## src/common/mem_pkg.sv

```systemverilog
package mem_pkg;

  localparam int addr_bits = 32;
  localparam int data_bits = 32;

  // one refill beat asks for a single word aligned address.
  typedef struct packed {
    logic [addr_bits-1:0] addr;
  } mem_req_t;

  // read data returned with the ack of a beat.
  typedef struct packed {
    logic [data_bits-1:0] data;
  } mem_resp_t;

endpackage

```

## src/common/fetch_pkg.sv

```systemverilog
package fetch_pkg;

  // ************************************************************
  // widths and constants
  // ************************************************************

  localparam int xlen = 32;

  // every instruction is four bytes since compressed encodings are not supported.
  localparam logic [xlen-1:0] inst_bytes = 32'd4;

  // the major opcode is inst[6:2].
  localparam int opcode_bits = 5;

  // conditional branches (beq, bne, blt, bge, bltu, bgeu).
  localparam logic [opcode_bits-1:0] opcode_branch = 5'b11000;

  // ************************************************************
  // decode channel
  // ************************************************************

  // one fetched instruction together with the address it came from.
  typedef struct packed {
    logic [xlen-1:0] pc;
    logic [xlen-1:0] inst;
  } fetch_out_t;

endpackage
```

## src/fetch_unit.sv

```systemverilog
`timescale 1ns/1ps

module fetch_unit #(
  parameter logic [fetch_pkg::xlen-1:0] reset_pc = 32'h8000_0000,
  parameter int line_words = 4,
  parameter int num_lines  = 16
) (
  input  logic                       clock,
  input  logic                       reset,
  input  logic                       flush,
  input  logic [fetch_pkg::xlen-1:0] redirect_pc,
  input  logic                       fencei,
  output logic                       out_valid,
  input  logic                       out_ready,
  output fetch_pkg::fetch_out_t      out,
  output logic                       mem_req_valid,
  output mem_pkg::mem_req_t          mem_req,
  input  logic                       mem_ack,
  input  mem_pkg::mem_resp_t         mem_resp
);
  import fetch_pkg::*;

  logic [xlen-1:0] fetch_pc;
  logic            hit;
  logic [xlen-1:0] cache_inst;

  fetch_control #(
    .reset_pc(reset_pc)
  ) control (
    .clock(clock),
    .reset(reset),
    .flush(flush),
    .redirect_pc(redirect_pc),
    .hit(hit),
    .cache_inst(cache_inst),
    .fetch_pc(fetch_pc),
    .out_ready(out_ready),
    .out_valid(out_valid),
    .out(out)
  );

  // the cache refills on its own whenever fetch_pc misses.
  icache #(
    .line_words(line_words),
    .num_lines(num_lines)
  ) cache (
    .clock(clock),
    .reset(reset),
    .fencei(fencei),
    .addr(fetch_pc),
    .hit(hit),
    .inst(cache_inst),
    .mem_req_valid(mem_req_valid),
    .mem_req(mem_req),
    .mem_ack(mem_ack),
    .mem_resp(mem_resp)
  );

endmodule

```

## src/fetch_control.sv

```systemverilog
`timescale 1ns/1ps

module fetch_control #(
  parameter logic [fetch_pkg::xlen-1:0] reset_pc = 32'h8000_0000
) (
  input  logic                         clock,
  input  logic                         reset,
  input  logic                         flush,
  input  logic [fetch_pkg::xlen-1:0]   redirect_pc,
  input  logic                         hit,
  input  logic [fetch_pkg::xlen-1:0]   cache_inst,
  output logic [fetch_pkg::xlen-1:0]   fetch_pc,
  input  logic                         out_ready,
  output logic                         out_valid,
  output fetch_pkg::fetch_out_t        out
);
  import fetch_pkg::*;

  typedef enum logic {
    st_wait = 1'b0,
    st_hold = 1'b1
  } state_t;

  state_t          state;
  state_t          state_next;
  logic            out_valid_r;
  logic            out_valid_r_next;
  logic            flush_r;
  logic            flush_r_next;
  logic [xlen-1:0] fetch_pc_next;
  logic            load_out;
  logic            slot_free;
  logic [xlen-1:0] imm_b;
  logic            predict_taken;
  logic [xlen-1:0] pc_pred;

  // ************************************************************
  // static prediction
  // ************************************************************

  assign imm_b = {{(xlen-12){cache_inst[31]}}, cache_inst[7], cache_inst[30:25],
                  cache_inst[11:8], 1'b0};

  // backward conditional branches are taken, everything else falls through.
  assign predict_taken = (cache_inst[6:2] == opcode_branch) && cache_inst[31];
  assign pc_pred = fetch_pc + (predict_taken ? imm_b : inst_bytes);

  // ************************************************************
  // wait/hold machine
  // ************************************************************

  assign slot_free = !out_valid_r || out_ready;

  always_comb begin
    state_next = state;
    out_valid_r_next = out_valid_r;
    flush_r_next = flush_r;
    fetch_pc_next = fetch_pc;
    load_out = 1'b0;
    case (state)
      st_wait: begin
        if (hit) begin
          if (flush || flush_r) begin
            // the word at the old pc is dropped and fetch restarts at the target.
            flush_r_next = 1'b0;
            out_valid_r_next = 1'b0;
            fetch_pc_next = redirect_pc;
          end else if (slot_free) begin
            out_valid_r_next = 1'b1;
            load_out = 1'b1;
            fetch_pc_next = pc_pred;
          end else begin
            state_next = st_hold;
          end
        end else begin
          if (flush) begin
            flush_r_next = 1'b1;
          end
          if (out_ready || flush) begin
            out_valid_r_next = 1'b0;
          end
        end
      end
      st_hold: begin
        if (flush) begin
          state_next = st_wait;
          out_valid_r_next = 1'b0;
          fetch_pc_next = redirect_pc;
        end else if (slot_free) begin
          state_next = st_wait;
          out_valid_r_next = 1'b1;
          load_out = 1'b1;
          fetch_pc_next = pc_pred;
        end
      end
      default: begin
        state_next = st_wait;
      end
    endcase
  end

  always_ff @(posedge clock) begin
    if (reset) begin
      state <= st_wait;
      out_valid_r <= 1'b0;
      flush_r <= 1'b0;
      fetch_pc <= reset_pc;
    end else begin
      state <= state_next;
      out_valid_r <= out_valid_r_next;
      flush_r <= flush_r_next;
      fetch_pc <= fetch_pc_next;
    end
  end

  always_ff @(posedge clock) begin
    if (load_out) begin
      out.pc <= fetch_pc;
      out.inst <= cache_inst;
    end
  end

  // a flush kills the slot in the same cycle so decode never takes a wrong-path word.
  assign out_valid = out_valid_r && !flush;

  // a stalled instruction stays put until it is taken or flushed.
  assert property (@(posedge clock) disable iff (reset)
    out_valid && !out_ready |=> $stable(out) && (out_valid || flush));

  assert property (@(posedge clock) disable iff (reset) fetch_pc[1:0] == 2'b00);

endmodule

```

## src/icache/icache.sv

```systemverilog
`timescale 1ns/1ps

module icache #(
  parameter int line_words = 4,
  parameter int num_lines  = 16
) (
  input  logic                       clock,
  input  logic                       reset,
  input  logic                       fencei,
  input  logic [fetch_pkg::xlen-1:0] addr,
  output logic                       hit,
  output logic [fetch_pkg::xlen-1:0] inst,
  output logic                       mem_req_valid,
  output mem_pkg::mem_req_t          mem_req,
  input  logic                       mem_ack,
  input  mem_pkg::mem_resp_t         mem_resp
);
  import fetch_pkg::*;

  localparam int offset_bits = $clog2(line_words);
  localparam int index_bits  = $clog2(num_lines);
  localparam int tag_bits    = xlen - index_bits - offset_bits - 2;

  typedef enum logic [1:0] {
    st_idle,
    st_req,
    st_release
  } refill_state_t;

  logic [tag_bits-1:0]    addr_tag;
  logic [index_bits-1:0]  addr_index;
  logic [offset_bits-1:0] addr_offset;

  logic [num_lines-1:0] valid;
  logic [tag_bits-1:0]  tags [num_lines];
  logic [xlen-1:0]      data [num_lines][line_words];

  refill_state_t          state;
  logic [tag_bits-1:0]    refill_tag;
  logic [index_bits-1:0]  refill_index;
  logic                   start;
  logic                   step;
  logic [offset_bits-1:0] beat;
  logic                   last;

  // ************************************************************
  // lookup
  // ************************************************************

  assign addr_tag = addr[xlen-1 -: tag_bits];
  assign addr_index = addr[2+offset_bits +: index_bits];
  assign addr_offset = addr[2 +: offset_bits];

  assign hit = valid[addr_index] && (tags[addr_index] == addr_tag);
  assign inst = data[addr_index][addr_offset];

  // ************************************************************
  // refill
  // ************************************************************

  // a new line is only requested once the memory has dropped its last ack.
  assign start = (state == st_idle) && !hit && !mem_ack;
  assign step = (state == st_release) && !mem_ack;

  refill_counter #(
    .line_words(line_words)
  ) counter (
    .clock(clock),
    .reset(reset),
    .start(start),
    .step(step),
    .beat(beat),
    .last(last),
    .busy()
  );

  assign mem_req.addr = {refill_tag, refill_index, beat, 2'b00};

  always_ff @(posedge clock) begin
    if (reset) begin
      state <= st_idle;
      mem_req_valid <= 1'b0;
      valid <= '0;
    end else begin
      if (fencei) begin
        valid <= '0;
      end
      case (state)
        st_idle: begin
          if (start) begin
            valid[addr_index] <= 1'b0;
            mem_req_valid <= 1'b1;
            state <= st_req;
          end
        end
        st_req: begin
          if (mem_ack) begin
            mem_req_valid <= 1'b0;
            state <= st_release;
          end
        end
        st_release: begin
          if (step) begin
            if (last) begin
              // written after the fence.i clear so an ongoing refill still lands.
              valid[refill_index] <= 1'b1;
              state <= st_idle;
            end else begin
              mem_req_valid <= 1'b1;
              state <= st_req;
            end
          end
        end
        default: begin
          state <= st_idle;
        end
      endcase
    end
  end

  always_ff @(posedge clock) begin
    if (start) begin
      refill_tag <= addr_tag;
      refill_index <= addr_index;
    end
    if ((state == st_req) && mem_ack) begin
      data[refill_index][beat] <= mem_resp.data;
    end
    if (step && last) begin
      tags[refill_index] <= refill_tag;
    end
  end

  assert property (@(posedge clock) disable iff (reset)
    $rose(mem_req_valid) |-> $past(!mem_ack));

  assert property (@(posedge clock) disable iff (reset)
    mem_req_valid && $past(mem_req_valid) |-> $stable(mem_req));

endmodule

```

## src/icache/refill_counter.sv

```systemverilog
`timescale 1ns/1ps

module refill_counter #(
  parameter int line_words = 4,
  localparam int beat_bits = $clog2(line_words)
) (
  input  logic                 clock,
  input  logic                 reset,
  input  logic                 start,
  input  logic                 step,
  output logic [beat_bits-1:0] beat,
  output logic                 last,
  output logic                 busy
);

  // the final beat is the one at the top word of the line.
  assign last = busy && (beat == beat_bits'(line_words - 1));

  always_ff @(posedge clock) begin
    if (reset) begin
      busy <= 1'b0;
      beat <= '0;
    end else if (start) begin
      busy <= 1'b1;
      beat <= '0;
    end else if (step && busy) begin
      if (last) begin
        busy <= 1'b0;
      end
      // line_words is a power of two so the count wraps to zero after the last beat.
      beat <= beat + 1'b1;
    end
  end

endmodule

```

## config.mk

```make
export PLATFORM = sky130hd
export DESIGN_NAME = fetch_unit
export DESIGN_NICKNAME = d
export VERILOG_FILES = /design/src/common/mem_pkg.sv /design/src/common/fetch_pkg.sv /design/src/fetch_unit.sv /design/src/fetch_control.sv /design/src/icache/icache.sv /design/src/icache/refill_counter.sv
export SDC_FILE = /design/constraint.sdc
export NUM_CORES = 2
export LEC_CHECK = 0
export CAP_MARGIN = 10
export CORE_ASPECT_RATIO = 1.5
export CORE_MARGIN = 2
export CORE_UTILIZATION = 55
export CTS_CLUSTER_DIAMETER = 100
export DETAILED_ROUTE_END_ITERATION = 8
export DONT_BUFFER_PORTS = 1
export HOLD_SLACK_MARGIN = 0.12
export PLACE_DENSITY = 0.85
export SYNTH_ARGS = -nofsm -noshare
export SYNTH_HDL_FRONTEND = slang
export SYNTH_SLANG_ARGS = --single-unit
```

## constraint.sdc

```tcl
create_clock -name clock -period 6.3 [get_ports clock]
set_input_delay 0.315 -clock clock [delete_from_list [all_inputs] [get_ports clock]]
set_output_delay 0.315 -clock clock [all_outputs]
set_load 0.1 [all_outputs]
```

; ---- Word level (Yosys, flattened, before mapping)
; Memories as Yosys holds them, arrays and structs flattened. A register that Yosys moved wholly into a read port is not among the register bits.
; Index checks and enable logic that the tools add are counted.
[classes]
add_sub_neg = 2
order_cmp = 7
eq_ne = 12
mux = 63
bitwise = 6
reduce_logical = 30
[ops]
columns = cell, count
row1 = two-way mux 32 bit, 8
row2 = two-way mux 128 bit, 1
row3 = two-way mux 16 bit, 5
row4 = binary-select mux 32 bit (select 2 bit), 1
row5 = demux 32 bit (select 2 bit), 1
row6 = one-hot mux 32 bit (2 select lines), 1
row7 = adder 32 bit, 1
row8 = one-hot mux 16 bit (2 select lines), 1
row9 = two-way mux 1 bit, 30
row10 = equality test 24 bit, 1
row11 = bitwise AND 16 bit, 1
row12 = two-way mux 4 bit, 4
row13 = inverter 16 bit, 1
row14 = bitwise OR 16 bit, 1
row15 = logical AND 1 bit, 13
row16 = "< comparator 4 x 5 -> 1 bit, second input constant", 2
row17 = "inequality test 2 bit, second input constant", 5
row18 = demux 1 bit (select 4 bit), 2
row19 = "greater-or-equal comparator 4 x 1 -> 1 bit, second input constant", 2
row20 = "greater-or-equal comparator 3 bit, second input constant", 2
row21 = two-way mux 2 bit, 3
row22 = inverter 2 -> 3 bit, 2
row23 = one-hot mux 1 bit (2 select lines), 3
row24 = one-hot mux 2 bit (3 select lines), 1
row25 = other kinds (19), 28
[word_totals]
ff_bits = 149
mem_bits_rw = 2432
out_inout_bits = 98
elab_cells = 135
memories = 2
[mem_list]
columns = name, depth, width, read_ports, rd_ports_with_merged_regs, write_ports, line
row1 = cache.data, 16, 128, 1, 1, 1, icache.sv:36  ; logic [xlen-1:0] data [num_lines][line_words];
row2 = cache.tags, 16, 24, 1, 1, 1, icache.sv:35  ; logic [tag_bits-1:0] tags [num_lines];

; ---- Logic depth before layout (Yosys ltp)
[logic_depth]
word_depth = 14
ltp_mapped = 32
depth_no_buf = 23

; ---- Cells and area by module
; Synthesis repeated with hierarchy kept, for this count alone.
[unflattened]
cells_unflattened = 4345
hier_area_um2 = 100232.4
[by_module_without_submodules]
columns = mod, n_inst, cells_each, area_per_inst_um2
row1 = icache, 1, 3795, 94679.6
row2 = fetch_control, 1, 537, 5398.9
row3 = refill_counter, 1, 13, 153.9

; ---- Worst setup path before layout
; OpenSTA, ideal clock, no wires.
[synth_timing]
kind = reg2reg
from = register (tool-made name)
to = register control.fetch_pc[31] (netlist bit)
setup_time_ns = 0.122
t_arrival_ns = 6.342
setup_slack_ns = -0.164
stages_incl_launch_ff = 29
path_buffers = 10
period_less_slack_ns = 6.464
cell_sequence = dfxtp_1 > buf_2 > buf_4 > buf_4 > buf_4 > buf_4 > buf_4 > buf_4 > buf_2 > buf_2 > clkbuf_1 > mux4_2 > mux4_2 > mux4_2 > and2_1 > ha_1 > inv_1 > fa_1 > nor2b_1 > o31ai_1 > a31oi_1 > a311oi_1 > o31a_1 > o211ai_1 > a221o_1 > a31oi_1 > xor2_1 > nor3_1 > a311o_1
[synth_lines]
columns = item, line
row1 = end signal: assignment, fetch_control.sv:107  ; fetch_pc <= reset_pc;
row2 = end signal: assignment, fetch_control.sv:112  ; fetch_pc <= fetch_pc_next;
row3 = end: declaration, fetch_control.sv:12  ; output logic [fetch_pkg::xlen-1:0] fetch_pc,

==> results by stage <==
STA:
- The actual slew at the worst max-slew pin is 1.45 ns.
- Setup repair after global routing left no endpoint under its margin.
- The tightest hold margin is roughly 0.23 ns.
- The final clock skew is between 0.06 and 0.07 ns.
- The setup TNS is 0 ns.
- Measured against its own limit, the worst slew margin works out to under 10%.
- The worst path in the final design needs a cycle of about 6.2 ns, including I/O delays and setup.
- The final setup violation count is 0.
- Once routing completed, OpenROAD measured the worst setup slack at ~0.06 ns.
- The final number of hold-violating endpoints was 0.
- The final critical path takes up 99.1% of the cycle.
- The achievable clock frequency is about 0.16 GHz.
- The number of max-slew violations in the final report is 0.

Synthesis:
- Dividing the synthesized area by the synthesized cell count gives between 20 and 25 µm².
- The instance count of the mapped netlist is roughly 4400.
- The total of warnings raised by yosys is 0.
- Counting distinct cell types in the post-synthesis netlist gives 80.
- The cell taking the most area after synthesis is sky130_fd_sc_hd__edfxtp_1.
- The synthesized design contains approximately 2600 register bits.
- The summed instance area of the synthesized netlist is 100000 µm².
- After synthesis, the cell types taking the most area are sky130_fd_sc_hd__edfxtp_1 (76%), sky130_fd_sc_hd__mux4_2 (16%), sky130_fd_sc_hd__dfxtp_1 (1.2%).
- The share of the Yosys chip area taken by registers is about three quarters.
- For this run, the leading register cell type out of synthesis is sky130_fd_sc_hd__edfxtp_1.
- The area share of the largest cell type after synthesis is between 70% and 80%.
- Yosys mapped a number of flops with a built-in enable equal to roughly 2500.
- Counting flops with an async set or reset pin after synthesis yields a share of 0%.

Floorplanning:
- The die extent in x is roughly 350 µm.
- The number of primary I/O pins is between 150 and 200.
- The standard-cell row count is roughly 190.
- The floorplan step defined a core boundary enclosing 182000 µm².
- The die covers approximately 190000 µm².
- The die is 527 µm tall.
- The initial utilization of the core area, before any placement, comes to 55.1%.

Power:
- IR analysis of the VDD net gives a maximum drop of roughly 0.33 mV.
- The internal power is 26.4 mW.
- Per report_power, the sequential group accounts for ~56% of the total.
- The relative contribution of combinational cells to total power is under 10%.
- The switching component of the power is ~7 mW.
- Summing internal, switching and leakage power gives about 33 mW.
- The standby leakage power is about 35 nW.
- The switching portion of total power is between 20% and 30%.
- The clock network is responsible for around two fifths of the overall power.
- Dividing total power by cell area gives a power density of 293 nW/µm².

CTS:
- Counting along the longest clock path gives a buffer depth of 3.
- The library cell used as clock root buffer is sky130_fd_sc_hd__clkbuf_16.
- The number of sinks on the clock net is 2585.
- Buffers inserted during clock tree synthesis total roughly 210.
- TritonCTS built the clock tree.
- The clock tree synthesis step divided the H-tree into 4 levels.
- The later pin in the worst-skew pair is clocked with a latency of 0.92 ns.
- After clock tree synthesis, the clock-pin slew on the worst setup and hold paths is 0.08 ns.

Placed design:
- The pre-CTS setup slack is around 0.05 ns.
- The post-place instance area is about 100000 µm².
- Routability-driven placement finished with a final weighted congestion of between 0.8 and 0.9.
- The port buffer count is 0.
- Once placement completed, the tool counted placed cells totaling between 6000 and 7000.
- After legalization and detailed placement, the total HPWL measured 167 mm.

Drt:
- Once detail routing completed, the nets flagged for antenna violations numbered 0.
- After detailed routing, the number of vias per cell comes to about 7.3.
- Before antenna repair, the detailed router went through 9 iterations.
- The iteration-0 DRC count of the detailed router is just over 10000.
- After detailed routing, the average wire length per cell comes to between 40 and 50 µm.
- The total via count in the routed design is roughly 54000.
- For this run, design rule violations remaining after detail routing come to 0.
- The wire length reported by the detailed router is roughly 320 mm.

Layout:
- After routing the design area is around 110000 µm².
- The share of cells above drive strength 1 is between 20% and 30%.
- The utilization after layout is between 60% and 70%.
- Once layout is complete, the cells apart from fillers number 7382.
- The final layout net count is roughly 5000.
- The area growth from synthesis to layout is 13.6%.

Global route:
- Across every metal layer, demand over resource in global routing totals 34.2%.
- The number of global-route vias before repair is 54700.
- Global routing consumed, on the met1 layer, 38.3% of the routing resources.
- Global routing used 55.2% of the available met2 tracks.
- The number of antenna violations at the first check in global routing is 15.
- Entering global routing, the biggest net connects ~130 pins.
- The final global-route overflow total is 0.
- The first global-routing pass estimated 435 mm of wire.
- In this run the most used layer during global routing was met2.
- Global routing consumed, on the met3 layer, under 10% of the routing resources.

Critical path:
- STA puts the critical path data required time at 7.10 ns.
- The nature of the critical path startpoint is a flip-flop.
- STA classifies the critical path endpoint as a flip-flop.
- The arrival time of data at the critical path endpoint is 7.04 ns.
- The worst setup path category is reg2reg.
- The critical-path maximum fanout is 18.

Job:
- The count of maximum capacitance violations is 0.

Min path:
- The worst min-delay path category is in2reg.

Outcome:
- The flow ran to the end, and the final reports show no timing, DRC or antenna violations.
==> final cells by class <==
| cell class | count | area [µm²] |
|---|---|---|
| inverters | 22 | 91.3 |
| fillers | 11000 | 67900 |
| multi-input cells | 1584 | 22600 |
| clock inverters | 148 | 1710 |
| repair buffers | 359 | 3970 |
| well taps | 2425 | 3030 |
| diodes | 11 | 27.5 |
| clock buffers | 248 | 5450 |
| flip-flops and latches | 2585 | 77000 |
==> cell usage after synthesis, types with 20 or more instances <==
master	n
sky130_fd_sc_hd__nor3_1	21
sky130_fd_sc_hd__o21ai_0	28
sky130_fd_sc_hd__mux2i_1	107
sky130_fd_sc_hd__xor2_1	22
sky130_fd_sc_hd__inv_1	20
sky130_fd_sc_hd__ha_1	34
sky130_fd_sc_hd__nand2_1	66
sky130_fd_sc_hd__nand3_1	28
sky130_fd_sc_hd__mux4_2	693
sky130_fd_sc_hd__a211oi_1	25
sky130_fd_sc_hd__buf_4	25
sky130_fd_sc_hd__dfxtp_1	61
sky130_fd_sc_hd__xnor2_1	35
sky130_fd_sc_hd__o22ai_1	32
sky130_fd_sc_hd__edfxtp_1	2524
sky130_fd_sc_hd__buf_2	82
sky130_fd_sc_hd__clkbuf_1	73
sky130_fd_sc_hd__nor2_1	166
sky130_fd_sc_hd__buf_1	32
sky130_fd_sc_hd__a21oi_1	57
==> power by group through the flow <==
stage / Combinational, mW / Sequential (mW) / Clock, mW
after detailed placement: 0.189 / 19.3 / 0
final: 0.515 / 18.9 / 14.0
after floorplan: 0.0601 / 19.3 / 0
after global routing: 0.534 / 18.9 / 14.5
after CTS: 0.495 / 18.9 / 13.9
after global placement: 0.183 / 19.3 / 0
==> layout by cell type, fill, tap and decap left out, types with 28 or more instances in the layout <==
cell type	Yosys	layout
sky130_fd_sc_hd__ha_1	34	34
sky130_fd_sc_hd__xnor2_1	35	35
sky130_fd_sc_hd__nor2_1	166	86
sky130_fd_sc_hd__clkbuf_16	0	213
sky130_fd_sc_hd__nor2_4	1	81
sky130_fd_sc_hd__nand2_1	66	66
sky130_fd_sc_hd__buf_16	0	29
sky130_fd_sc_hd__clkinv_2	0	40
sky130_fd_sc_hd__nand3_1	28	28
sky130_fd_sc_hd__a21oi_1	57	56
sky130_fd_sc_hd__mux2i_1	107	107
sky130_fd_sc_hd__o22ai_1	32	32
sky130_fd_sc_hd__clkinv_1	1	43
sky130_fd_sc_hd__buf_12	5	33
sky130_fd_sc_hd__edfxtp_1	2524	2524
sky130_fd_sc_hd__dfxtp_1	61	55
sky130_fd_sc_hd__mux4_2	693	693
sky130_fd_sc_hd__bufinv_16	0	28
sky130_fd_sc_hd__buf_4	25	201
sky130_fd_sc_hd__clkbuf_1	73	35
sky130_fd_sc_hd__dlygate4sd3_1	0	84
==> registers in the layout, summed over array words and instances (netlist names), named ones only <==
name                 count
cache.data            2048
cache.tags             384
control.out             64
control.fetch_pc        32
cache.refill_tag        24
cache.valid             16
cache.refill_index       4
cache.counter.beat       2
cache.state              2
cache.counter.busy       1
cache.mem_req_valid      1
control.flush_r          1
control.out_valid_r      1
control.state            1
==> timing repair <==
action,CTS,global route
setup buffers,0,9
setup endpoints to repair,1,97
gates cloned,0,1
hold buffers,117,0
hold endpoints to repair,2110,0
resized for setup,5,24
==> layer usage <==
metal  wire length, µm  vias up
li1                  -    19500
met4             32200       22
met3             42100     1643
met5               138        -
met2            155000     5761
met1             89600    27100
==> final timing paths <==
path	start	to	slack [ns]	cells past startpoint
worst max-delay path	flip-flop	control.fetch_pc[28]	0.06	24
worst min-delay path	redirect_pc[28]	control.fetch_pc[28]	0.23	3
worst max register to register	flip-flop	control.fetch_pc[28]	0.06	24
worst min register to register	control.fetch_pc[0]	control.out[32]	0.45	0
==> cell families after synthesis <==
family,Yosys count,share of synthesized area [%]
other cells,1,0.00374
mux,834,17.3
buf+inv,249,1.28
compound gates,283,2.00
flops,2585,76.8
simple gates,373,1.73
xor+xnor,57,0.498
fa+ha+maj,35,0.444
==> critical path, cell delays in order (launching register included) <==
cell	delay, ns
sky130_fd_sc_hd__dfxtp_4	0.37
sky130_fd_sc_hd__buf_12	0.14
sky130_fd_sc_hd__buf_4	0.21
sky130_fd_sc_hd__buf_4	0.20
sky130_fd_sc_hd__inv_1	0.46
sky130_fd_sc_hd__a21oi_1	0.24
sky130_fd_sc_hd__a2111oi_4	0.49
sky130_fd_sc_hd__nand3_1	0.21
sky130_fd_sc_hd__or4b_4	0.56
sky130_fd_sc_hd__nor2_4	0.18
sky130_fd_sc_hd__buf_6	0.18
sky130_fd_sc_hd__buf_8	0.18
sky130_fd_sc_hd__and2_1	0.14
sky130_fd_sc_hd__ha_1	0.30
sky130_fd_sc_hd__a21oi_1	0.15
sky130_fd_sc_hd__o21ai_0	0.10
sky130_fd_sc_hd__a211oi_1	0.31
sky130_fd_sc_hd__o31ai_1	0.17
sky130_fd_sc_hd__a31o_2	0.30
sky130_fd_sc_hd__a221o_1	0.35
sky130_fd_sc_hd__a21o_1	0.20
sky130_fd_sc_hd__a21oi_1	0.17
sky130_fd_sc_hd__xnor2_1	0.08
sky130_fd_sc_hd__a222oi_1	0.34
sky130_fd_sc_hd__nor2_1	0.08
No activity file was read; power rests on OpenSTA's default activity.
